--- config.mk ---
export PLATFORM = sky130hd
export DESIGN_NAME = snd_top
export DESIGN_NICKNAME = d
export VERILOG_FILES = /design/src/hw/snd_cfg_pkg.sv /design/src/hw/snd_sample_pkg.sv /design/src/hw/snd_regs.sv /design/src/hw/saw_voice.sv /design/src/hw/square_tone.sv /design/src/hw/snd_mixer.sv /design/src/hw/snd_top.sv
export SDC_FILE = /design/constraint.sdc
export NUM_CORES = 1
export LEC_CHECK = 0
export ABC_AREA = 1
export BUFFER_PORTS_ARGS = -buffer_cell sky130_fd_sc_hd__buf_4
export CORE_ASPECT_RATIO = 1.5
export CORE_UTILIZATION = 56
export CTS_BUF_LIST = sky130_fd_sc_hd__clkbuf_16
export CTS_CLUSTER_SIZE = 16
export DETAILED_ROUTE_END_ITERATION = 10
export PLACE_DENSITY = 0.83
export SLEW_MARGIN = 40
export SYNTH_ARGS = -nofsm -noshare
export SYNTH_HDL_FRONTEND = slang
export SYNTH_SLANG_ARGS = --single-unit
--- constraint.sdc ---
create_clock -name clk -period 12.8 [get_ports clk]
set_clock_uncertainty 0.05 [all_clocks]
set_input_delay 1.28 -clock clk [delete_from_list [all_inputs] [get_ports clk]]
set_output_delay 1.28 -clock clk [all_outputs]
set_load 0.005 [all_outputs]
--- src/hw/snd_cfg_pkg.sv ---
// ============================================================
// register map of the host byte bus
// configuration structs handed from the register block
// to the saw voice and the square tone channel
// ============================================================
`default_nettype none

package snd_cfg_pkg;

    // register-address opcodes, written through the pointer
    typedef enum logic [7:0] {
        SAW_INC_LO = 8'h00,  // phase increment, low byte
        SAW_INC_HI = 8'h01,  // phase increment, high byte
        SAW_GAIN   = 8'h02,
        SAW_CTRL   = 8'h03,  // bit0 pan left, bit1 pan right, bit2 key-on
        SQR_PER_LO = 8'h10,
        SQR_PER_HI = 8'h11,  // low nibble only
        SQR_LEVEL  = 8'h12,  // low nibble only
        SQR_CTRL   = 8'h13   // bit0 enable
    } snd_reg_e;

    // saw voice settings
    typedef struct packed {
        logic [15:0] inc;    // added to the phase every tick
        logic [7:0]  gain;   // unsigned scale
        logic        pan_l;
        logic        pan_r;
        logic        key_on;
    } saw_cfg_t;

    // square tone settings
    typedef struct packed {
        logic [11:0] period;  // ticks per half cycle, 0 acts as 1
        logic [3:0]  level;
        logic        enable;
    } sqr_cfg_t;

endpackage

`default_nettype wire

--- src/hw/snd_sample_pkg.sv ---
// ============================================================
// sample width and saturation bounds
// sample struct passed from the sources to the mixer
// ============================================================
`default_nettype none

package snd_sample_pkg;

    localparam int SAMPLE_W = 16;

    // clamp limits for the mixed output
    localparam int SAMPLE_MAX = 32767;
    localparam int SAMPLE_MIN = -32768;

    // one sample from a source, valid pulses for a single clock
    typedef struct packed {
        logic                       valid;
        logic signed [SAMPLE_W-1:0] value;
    } sample_t;

endpackage

`default_nettype wire

--- src/hw/snd_regs.sv ---
// ============================================================
// host bus decode and register storage
// pointer / data write scheme, combinational readback
// sample divider turning cen into the tick strobe
// ============================================================
`default_nettype none

module snd_regs
    import snd_cfg_pkg::*;
#(
    parameter int SAMPLE_DIV = 16
) (
    input  wire logic       clk,
    input  wire logic       reset,
    input  wire logic       cen,
    input  wire logic [7:0] din,
    input  wire logic [1:0] addr,     // addr[1] reserved
    input  wire logic       cs_n,
    input  wire logic       wr_n,
    output logic      [7:0] dout,
    output saw_cfg_t        saw_cfg,
    output sqr_cfg_t        sqr_cfg,
    output logic            tick
);

    localparam int CNT_W = $clog2(SAMPLE_DIV);

    logic             write;
    logic [7:0]       ptr;       // register pointer
    logic [7:0]       rd_data;
    saw_cfg_t         saw_q;
    sqr_cfg_t         sqr_q;
    logic [CNT_W-1:0] div_cnt;

    assign write = !cs_n && !wr_n;

    // addr[0] low selects the pointer, high the data port
    always_ff @(posedge clk) begin
        if (reset) begin
            ptr   <= '0;
            saw_q <= '0;
            sqr_q <= '0;
        end else if (write) begin
            if (!addr[0]) begin
                ptr <= din;
            end else begin
                case (ptr)
                    SAW_INC_LO: saw_q.inc[7:0]     <= din;
                    SAW_INC_HI: saw_q.inc[15:8]    <= din;
                    SAW_GAIN:   saw_q.gain         <= din;
                    SAW_CTRL: begin
                        saw_q.pan_l  <= din[0];
                        saw_q.pan_r  <= din[1];
                        saw_q.key_on <= din[2];
                    end
                    SQR_PER_LO: sqr_q.period[7:0]  <= din;
                    SQR_PER_HI: sqr_q.period[11:8] <= din[3:0];
                    SQR_LEVEL:  sqr_q.level        <= din[3:0];
                    SQR_CTRL:   sqr_q.enable       <= din[0];
                    default: ;                      // unmapped, dropped
                endcase
            end
        end
    end

    // readback of the pointed register, unused bits as zero
    always_comb begin
        rd_data = 8'h00;
        case (ptr)
            SAW_INC_LO: rd_data = saw_q.inc[7:0];
            SAW_INC_HI: rd_data = saw_q.inc[15:8];
            SAW_GAIN:   rd_data = saw_q.gain;
            SAW_CTRL:   rd_data = {5'd0, saw_q.key_on, saw_q.pan_r, saw_q.pan_l};
            SQR_PER_LO: rd_data = sqr_q.period[7:0];
            SQR_PER_HI: rd_data = {4'd0, sqr_q.period[11:8]};
            SQR_LEVEL:  rd_data = {4'd0, sqr_q.level};
            SQR_CTRL:   rd_data = {7'd0, sqr_q.enable};
            default:    rd_data = 8'h00;
        endcase
    end

    assign dout = addr[0] ? rd_data : ptr;

    assign saw_cfg = saw_q;
    assign sqr_cfg = sqr_q;

    // sample divider, only counts enabled clocks
    always_ff @(posedge clk) begin
        if (reset) begin
            div_cnt <= '0;
            tick    <= 1'b0;
        end else begin
            tick <= 1'b0;
            if (cen) begin
                if (div_cnt == CNT_W'(SAMPLE_DIV - 1)) begin
                    div_cnt <= '0;
                    tick    <= 1'b1;   // one pulse per wrap
                end else begin
                    div_cnt <= div_cnt + 1'b1;
                end
            end
        end
    end

endmodule

`default_nettype wire

--- src/hw/saw_voice.sv ---
// ============================================================
// sawtooth voice
// 16-bit phase accumulator stepped on tick
// centred top byte scaled by the gain
// phase held at zero while keyed off
// ============================================================
`default_nettype none

module saw_voice
    import snd_cfg_pkg::*;
    import snd_sample_pkg::*;
(
    input  wire logic     clk,
    input  wire logic     reset,
    input  wire logic     tick,
    input  wire saw_cfg_t cfg,
    output sample_t       sample
);

    logic        [15:0] phase;
    logic        [15:0] phase_nxt;
    logic signed [8:0]  centred;     // -128 .. 127
    logic signed [8:0]  gain_s;
    logic signed [17:0] scaled;

    assign phase_nxt = phase + cfg.inc;   // wraps at 16 bits

    // output uses the phase after the add
    assign centred = $signed({1'b0, phase_nxt[15:8]}) - 9'sd128;
    assign gain_s  = $signed({1'b0, cfg.gain});

    // worst case 128 * 255 still fits in 16 bits signed
    assign scaled = centred * gain_s;

    always_ff @(posedge clk) begin
        if (reset) begin
            phase        <= '0;
            sample.valid <= 1'b0;
        end else begin
            sample.valid <= tick;
            if (tick) begin
                if (cfg.key_on) begin
                    phase        <= phase_nxt;
                    sample.value <= scaled[SAMPLE_W-1:0];
                end else begin
                    phase        <= '0;        // restart on next key-on
                    sample.value <= '0;
                end
            end
        end
    end

endmodule

`default_nettype wire

--- src/hw/square_tone.sv ---
// ============================================================
// square tone channel
// tick counter up to the effective period
// polarity toggle and signed level * 1024 output
// ============================================================
`default_nettype none

module square_tone
    import snd_cfg_pkg::*;
    import snd_sample_pkg::*;
(
    input  wire logic     clk,
    input  wire logic     reset,
    input  wire logic     tick,
    input  wire sqr_cfg_t cfg,
    output sample_t       sample
);

    logic        [11:0]         cnt;
    logic        [11:0]         cnt_nxt;
    logic        [11:0]         eff_period;
    logic                       pol;        // high gives the positive half
    logic                       pol_nxt;
    logic                       wrap;
    logic signed [SAMPLE_W-1:0] mag;

    // a period of 0 behaves like 1
    assign eff_period = (cfg.period == 12'd0) ? 12'd1 : cfg.period;

    assign cnt_nxt = cnt + 1'b1;
    assign wrap    = (cnt_nxt == eff_period);
    assign pol_nxt = wrap ? !pol : pol;

    assign mag = $signed({2'b00, cfg.level, 10'd0});   // level * 1024

    always_ff @(posedge clk) begin
        if (reset) begin
            cnt          <= '0;
            pol          <= 1'b0;
            sample.valid <= 1'b0;
        end else begin
            sample.valid <= tick;
            if (tick) begin
                if (cfg.enable) begin
                    cnt <= wrap ? 12'd0 : cnt_nxt;
                    pol <= pol_nxt;
                    // sign follows the polarity after this step
                    sample.value <= pol_nxt ? mag : -mag;
                end else begin
                    cnt          <= '0;
                    pol          <= 1'b0;
                    sample.value <= '0;
                end
            end
        end
    end

endmodule

`default_nettype wire

--- src/hw/snd_mixer.sv ---
// ============================================================
// stereo mixer
// pan gated saw plus square on each side
// 16-bit saturation and the snd_sample strobe
// ============================================================
`default_nettype none

module snd_mixer
    import snd_sample_pkg::*;
(
    input  wire logic                  clk,
    input  wire logic                  reset,
    input  wire sample_t               saw,
    input  wire sample_t               sqr,
    input  wire logic                  pan_l,
    input  wire logic                  pan_r,
    output logic signed [SAMPLE_W-1:0] snd_left,
    output logic signed [SAMPLE_W-1:0] snd_right,
    output logic                       snd_sample
);

    localparam int SUM_W = SAMPLE_W + 2;   // headroom for the sum

    logic signed [SUM_W-1:0] saw_w;
    logic signed [SUM_W-1:0] sqr_w;
    logic signed [SUM_W-1:0] saw_l;
    logic signed [SUM_W-1:0] saw_r;
    logic signed [SUM_W-1:0] sum_l;
    logic signed [SUM_W-1:0] sum_r;

    function automatic logic signed [SAMPLE_W-1:0] clamp(input logic signed [SUM_W-1:0] x);
        if (x > SAMPLE_MAX)
            return SAMPLE_W'(SAMPLE_MAX);
        else if (x < SAMPLE_MIN)
            return SAMPLE_W'(SAMPLE_MIN);
        else
            return x[SAMPLE_W-1:0];
    endfunction

    // sign extension to the wide width
    assign saw_w = saw.value;
    assign sqr_w = sqr.value;

    assign saw_l = saw_w & {SUM_W{pan_l}};
    assign saw_r = saw_w & {SUM_W{pan_r}};

    // square channel is centre panned
    assign sum_l = saw_l + sqr_w;
    assign sum_r = saw_r + sqr_w;

    // both sources step on the same tick so saw valid marks them both
    always_ff @(posedge clk) begin
        if (reset) begin
            snd_left   <= '0;
            snd_right  <= '0;
            snd_sample <= 1'b0;
        end else begin
            snd_sample <= saw.valid;
            if (saw.valid) begin
                snd_left  <= clamp(sum_l);
                snd_right <= clamp(sum_r);
            end
        end
    end

endmodule

`default_nettype wire

--- src/hw/snd_top.sv ---
// ============================================================
// two-voice sound generator top level
// register block, saw voice, square tone and mixer
// ============================================================
`default_nettype none

module snd_top
    import snd_cfg_pkg::*;
    import snd_sample_pkg::*;
#(
    parameter int SAMPLE_DIV = 16   // enabled clocks per sample, 4 or more
) (
    input  wire logic                  clk,
    input  wire logic                  reset,
    input  wire logic                  cen,
    input  wire logic [7:0]            din,
    input  wire logic [1:0]            addr,
    input  wire logic                  cs_n,
    input  wire logic                  wr_n,
    output logic      [7:0]            dout,
    output logic signed [SAMPLE_W-1:0] snd_left,
    output logic signed [SAMPLE_W-1:0] snd_right,
    output logic                       snd_sample
);

    saw_cfg_t saw_cfg;
    sqr_cfg_t sqr_cfg;
    logic     tick;
    sample_t  saw_smp;
    sample_t  sqr_smp;

    snd_regs #(
        .SAMPLE_DIV ( SAMPLE_DIV )
    ) i_snd_regs (
        .clk     ( clk     ),
        .reset   ( reset   ),
        .cen     ( cen     ),
        .din     ( din     ),
        .addr    ( addr    ),
        .cs_n    ( cs_n    ),
        .wr_n    ( wr_n    ),
        .dout    ( dout    ),
        .saw_cfg ( saw_cfg ),
        .sqr_cfg ( sqr_cfg ),
        .tick    ( tick    )
    );

    saw_voice i_saw_voice (
        .clk    ( clk     ),
        .reset  ( reset   ),
        .tick   ( tick    ),
        .cfg    ( saw_cfg ),
        .sample ( saw_smp )
    );

    square_tone i_square_tone (
        .clk    ( clk     ),
        .reset  ( reset   ),
        .tick   ( tick    ),
        .cfg    ( sqr_cfg ),
        .sample ( sqr_smp )
    );

    // pan applies to the saw voice only
    snd_mixer i_snd_mixer (
        .clk        ( clk           ),
        .reset      ( reset         ),
        .saw        ( saw_smp       ),
        .sqr        ( sqr_smp       ),
        .pan_l      ( saw_cfg.pan_l ),
        .pan_r      ( saw_cfg.pan_r ),
        .snd_left   ( snd_left      ),
        .snd_right  ( snd_right     ),
        .snd_sample ( snd_sample    )
    );

endmodule

`default_nettype wire

[After elaboration in Yosys (flattened, before gate mapping)]
Index checks and enable logic that the tools add are counted.
Storage, ports and cells
  register bits after elaboration: 152
  output and inout port bits: 41
Operators by class
  multiply operators: 1
  add/subtract/negate cells: 7
  equality and inequality tests: 9
  muxes and demuxes: 15
  magnitude comparators: 4
  bitwise gates (word level): 6
  reductions and logical operators: 18
Operators with widths (number)
  two-way mux 16 bit: 5
  case mux 8 bit (8 select lines): 1
  adder 18 x 16 -> 18 bit: 2
  bitwise AND 18 bit: 2
  greater-than comparator 18 x 16 -> 1 bit, second input constant: 2
  less-than comparator 18 x 16 -> 1 bit, second input constant: 2
  two-way mux 12 bit: 3
  == test 8 x 5 -> 1 bit, second input constant: 4
  AND reduction 3 bit: 8
  adder 16 bit: 1
  == test 8 x 2 -> 1 bit, second input constant: 2
  multiplier 9 x 9 -> 16 bit: 1
  negator 14 -> 16 bit: 1
  two-way mux 14 bit: 1
  adder 12 x 1 -> 12 bit, second input constant: 1
  == test 12 bit: 1
  logical NOT 12 bit: 1
  subtractor 8 x 8 -> 9 bit, second input constant: 1
  == test 8 x 1 -> 1 bit, second input constant: 1
  logical NOT 8 bit: 1
  two-way mux 8 bit: 1
  adder 4 x 1 -> 4 bit, second input constant: 1
  == test 4 bit, second input constant: 1
  two-way mux 4 bit: 1
  other kinds (6): 15

[Depth between registers and ports, before layout]
  word-level depth: 5
  gate-level depth with buffers: 34
  gate-level depth less buffers: 34

[Hierarchy]
Synthesis repeated with hierarchy kept, for this count alone.
Unflattened totals
  cells, all modules: 1855
  area, all modules: 12610.8 um2
Modules (own cells, without submodules)
  saw_voice: instances 1, area each 4749.6 um2, seq. area each 820.8 um2, cells each 641
  snd_mixer: instances 1, area each 3579.7 um2, seq. area each 660.6 um2, cells each 577
  snd_regs: instances 1, area each 2623.8 um2, seq. area each 1141.1 um2, cells each 358
  square_tone: instances 1, area each 1657.8 um2, seq. area each 460.4 um2, cells each 279

[Least setup slack after synthesis]
No wires, ideal clock.
  kind: reg2reg
  start point: register i_snd_regs.saw_q (netlist bit i_snd_regs.saw_cfg[11])
  end point: register i_saw_voice.sample[13] (netlist name) (data pin)
  slack: 7.440 ns
  cell stages (with the launch flop): 33
  arrival time: 5.049 ns
  required time: 12.489 ns
  period minus slack after synthesis: 5.360 ns
  library setup time: 0.261 ns
  path through: dfxtp_1 -> ha_1 -> inv_1 -> fa_1 -> inv_1 -> nand3_1 -> nand2_1 -> a21oi_1 -> inv_1 -> nand2_1 -> nand2_1 -> nand3_1 -> nand2_1 -> nand2_1 -> nand2_1 -> nor2_1 -> fa_1 -> inv_1 -> fa_1 -> inv_1 -> fa_1 -> inv_1 -> fa_1 -> inv_1 -> ha_1 -> a21oi_1 -> inv_1 -> nor2_1 -> nor2_1 -> nor2_1 -> o21bai_1 -> o21ai_0 -> a21oi_1
On the way
  longest elaborated chain between the ends: 3
Ends and longest elaborated chain
  start, declared: line snd_regs.sv:31  | saw_cfg_t saw_q;
  adder 16 bit: line saw_voice.sv:26  | assign phase_nxt = phase + cfg.inc;
  subtractor 8 x 8 -> 9 bit: line saw_voice.sv:29  | assign centred = $signed({1'b0, phase_nxt[15:8]}) - 9'sd128;
  multiplier 9 x 9 -> 16 bit: line saw_voice.sv:33  | assign scaled = centred * gain_s;
  end, declared: line saw_voice.sv:17  | output sample_t sample
Every way passes these cells.
A chain may end at the register's enable or synchronous reset.

[Worst setup path after layout]
  start point: register i_snd_regs.saw_q (netlist bit i_snd_regs.saw_cfg[11])
  end point: register i_saw_voice.sample[11] (netlist name) (data pin)
The elaborated chain is that of the path after synthesis.

==> impl_metrics.toml <==
[worst_setup_path]
reg2reg_to = "i_saw_voice.sample[11]"
cp_top_family = "adder cells"
r2r_start = "i_snd_regs.saw_cfg[11]"
crit_path_end_kind = "flop"
cpMaxStageDelayCell = "fa_1"
crit_buf_inv = 7
r2r_setup_slack_ns = 6.62
cp.arrival_ns = 6.33
start_kind = "flop"
worstSetupPathType = "reg2reg"
r2r_cells = 32
max_stage_delay_ns = 0.55
required_ns = 12.95
crit_fanout = 6

[cells_and_area]
layout.nets = 1510
areaGrowthSynthToFinish_pct = 11.2
utilization_pct = 64.3
mostFrequentLayoutCells = "nand2_1, inv_1, nor2_1"
layout-drive-gt1-share_pct = 7.84
antennaDiodeCount = 0
final_common_cell = "nand2_1"
layout.cells.non_filler = 1600
final_area_um2 = 10900

[synth]
synthAdderAreaFrac_pct = 19.1
synth_ff_type = "dfxtp_1"
synthesis.area_um2 = 9780
synthCells = 1340
synth_top_area_share_pct = 24.6
synthTopCellsByArea = "dfxtp_1, fa_1, nand2_1"
synth_top_cell_by_area = "dfxtp_1"
netlist-cell-type-count = 42
syn_avg_cell_area_um2 = 7.30
synth_top_family_by_area = "simple AND/OR/NAND/NOR gates"
yosys_warnings = 0
synthMuxAreaShare_pct = 0
synth_edf_count = 22
ys_ff_latch = 142
synth_nets = 1471
synth_xor_area_share_pct = 1.70
synth-seq-area-share_pct = 31.3
synth-compound-area-share_pct = 15.2
postSynth.asyncResetShare_pct = 0
yosys.area_share.simple_pct = 23.2

[global_routing]
first_global_vias = 9030
grtUsageTotal_pct = 29.0
grt_pass1_wl_mm = 40.9
overflow = 0
antenna_found_initial = 0
grt_start_max_net_pins = 57

[power]
internal-power_mw = 0.745
switchingPower_mw = 0.226
total_power_mw = 0.972
clkPwrFrac_pct = 47.6
switching_share_pct = 23.3
peakVddDrop_v = 0.0000856
seq_power_share_pct = 47.2
power.density_nw_per_um2 = 89.3
p_leak_nw = 5.02
combPwrFrac_pct = 5.2

[sta]
fin_crit_ns = 6.18
drv_slew = 0
timing.final.crit_share_pct = 48.3
setup_viol = 0
slew_headroom_pct = 50.7
tightest_slew_ns = 0.739
setup_ws_ns = 6.62
final_hold_viol_count = 0
whs_ns = 0.415
fmax_mhz = 162
timing.setup.tns_ns = 0
rsz0062_at_grt = "false"

[clock_tree]
cts.sinks = 142
clk_latency_ns = 0.42
cts_tree = "done"
numCtsBuffers = 17
htreeDepth = 4
cts_root_buf = "clkbuf_16"
clk_pin_slew_ns = 0.06
cts_buffer_depth = 2
post-cts-setup-buffer-count = 0
cts_resized = 0
ctsHoldBuffers = 0

[run_status]
status = "finished clean"

[placed_design]
pre_cts_slack_ns = 6.74
dpl.cell_count = 1570
io_buffer_count = 54
gp_congestion = 0.945
place_area_um2 = 10300
dp_hpwl_mm = 18.0

[min_path]
hold_start = "i_snd_mixer.snd_right[10]"
hold_class = "reg2reg"
whs_path_depth = 2
whs_endpoint = "i_snd_mixer.snd_right[10]"

[run]
cap_viol_max_count = 0

[die]
die_w_um = 110
rows = 58
core-area_um2 = 16900
boundaryPins = 56
die_h_um = 164
start_util_pct = 57.9
die-area_um2 = 18000

[detailed_routing]
drc_errors = 0
drt-total-wl_mm = 24.3
drtIter0Drc = 723
via_per_inst = 5.66
drtPass1Iterations = 5
ant_nets = 0
post_drt_wl_per_cell_um = 15.2
num_vias = 9054
power by group through the flow:
stage / clock (mW) / sequential (mW) / combinational [mW]
3_5_place_dp: 0 / 0.468 / 0.0498
4_1_cts: 0.466 / 0.459 / 0.0501
3_3_place_gp: 0 / 0.468 / 0.0491
6_report: 0.462 / 0.459 / 0.0505
5_1_grt: 0.484 / 0.459 / 0.0564
2_1_floorplan: 0 / 0.467 / 0.0330
cell families after synthesis:
| family | count (synthesis) |
|---|---|
| AND/OR/NAND/NOR | 537 |
| AO/OA/AOI/OAI | 281 |
| buffers and inverters | 245 |
| flip-flops | 142 |
| adder cells (fa/ha/maj) | 116 |
| XOR/XNOR | 19 |
registers in the layout (all words and copies together) (netlist names):
signal / count
i_snd_regs.sqr_cfg: 17
i_saw_voice.sample: 17
i_square_tone.sample: 6
i_saw_voice.phase: 16
i_snd_regs.ptr: 8
i_snd_mixer.snd_sample: 1
i_snd_mixer.snd_right: 16
i_snd_regs.saw_cfg: 27
i_square_tone.pol: 1
i_snd_regs.tick: 1
i_square_tone.cnt: 12
i_snd_mixer.snd_left: 16
i_snd_regs.div_cnt: 4
synthesized netlist by cell type (6+ instances only):
| master | instances |
|---|---|
| nand2_1 | 243 |
| nand3_1 | 83 |
| clkbuf_1 | 29 |
| or2_2 | 7 |
| o2111ai_1 | 8 |
| o21ai_0 | 113 |
| nand3b_1 | 6 |
| fa_1 | 55 |
| xor2_1 | 10 |
| inv_1 | 203 |
| nand4_1 | 8 |
| xnor2_1 | 9 |
| ha_1 | 61 |
| nor2_1 | 164 |
| nor3_1 | 13 |
| edfxtp_1 | 22 |
| a21oi_1 | 132 |
| dfxtp_1 | 120 |
routing by layer:
| layer | wire length, µm | track usage [%] | up-vias | part of all wire, % |
|---|---|---|---|---|
| met5 | 0 | 0 | - | 0 |
| met2 | 12700 | 52.2 | 332 | 52 |
| met3 | 1160 | 4.56 | 100 | 4.8 |
| met4 | 1160 | 16.2 | 0 | 4.8 |
| met1 | 9350 | 31.7 | 4203 | 38 |
| li1 | - | - | 4419 | - |
how the worst max path moves through the flow:
| stage | from | to | slack [ns] | depth (start not counted) |
|---|---|---|---|---|
| after detailed placement | i_snd_regs.saw_cfg[13] | i_saw_voice.sample[14] | 6.74 | 26 |
| after global placement | i_snd_regs.saw_cfg[13] | i_saw_voice.sample[15] | 6.79 | 25 |
| after global routing | i_snd_regs.saw_cfg[13] | i_saw_voice.sample[15] | 6.16 | 26 |
| final | i_snd_regs.saw_cfg[11] | i_saw_voice.sample[11] | 6.62 | 32 |
| after CTS | i_snd_regs.saw_cfg[11] | i_saw_voice.sample[11] | 6.69 | 32 |
| after floorplan | i_snd_regs.saw_cfg[11] | i_saw_voice.sample[13] | 7.44 | 32 |
worst reg2reg max path, delay by kind of cell, from the launching register on:
kind | cells | cell delay [ns]
adder cells (fa/ha/maj) | 7 | 2.79
AND/OR/NAND/NOR | 14 | 1.42
AO/OA/AOI/OAI | 4 | 0.73
buffers and inverters | 7 | 0.60
flip-flops | 1 | 0.38
layout make-up:
| cell class | count | area [µm²] |
|---|---|---|
| Clock buffer | 18 | 450 |
| Timing Repair Buffer | 55 | 413 |
| Inverter | 210 | 788 |
| Clock inverter | 12 | 93.8 |
| Multi-Input combinational cell | 953 | 5800 |
| Sequential cell | 142 | 3060 |
| Tap cell | 210 | 263 |
| Fill cell | 1478 | 6030 |
Power figures use the tool's default switching activity.
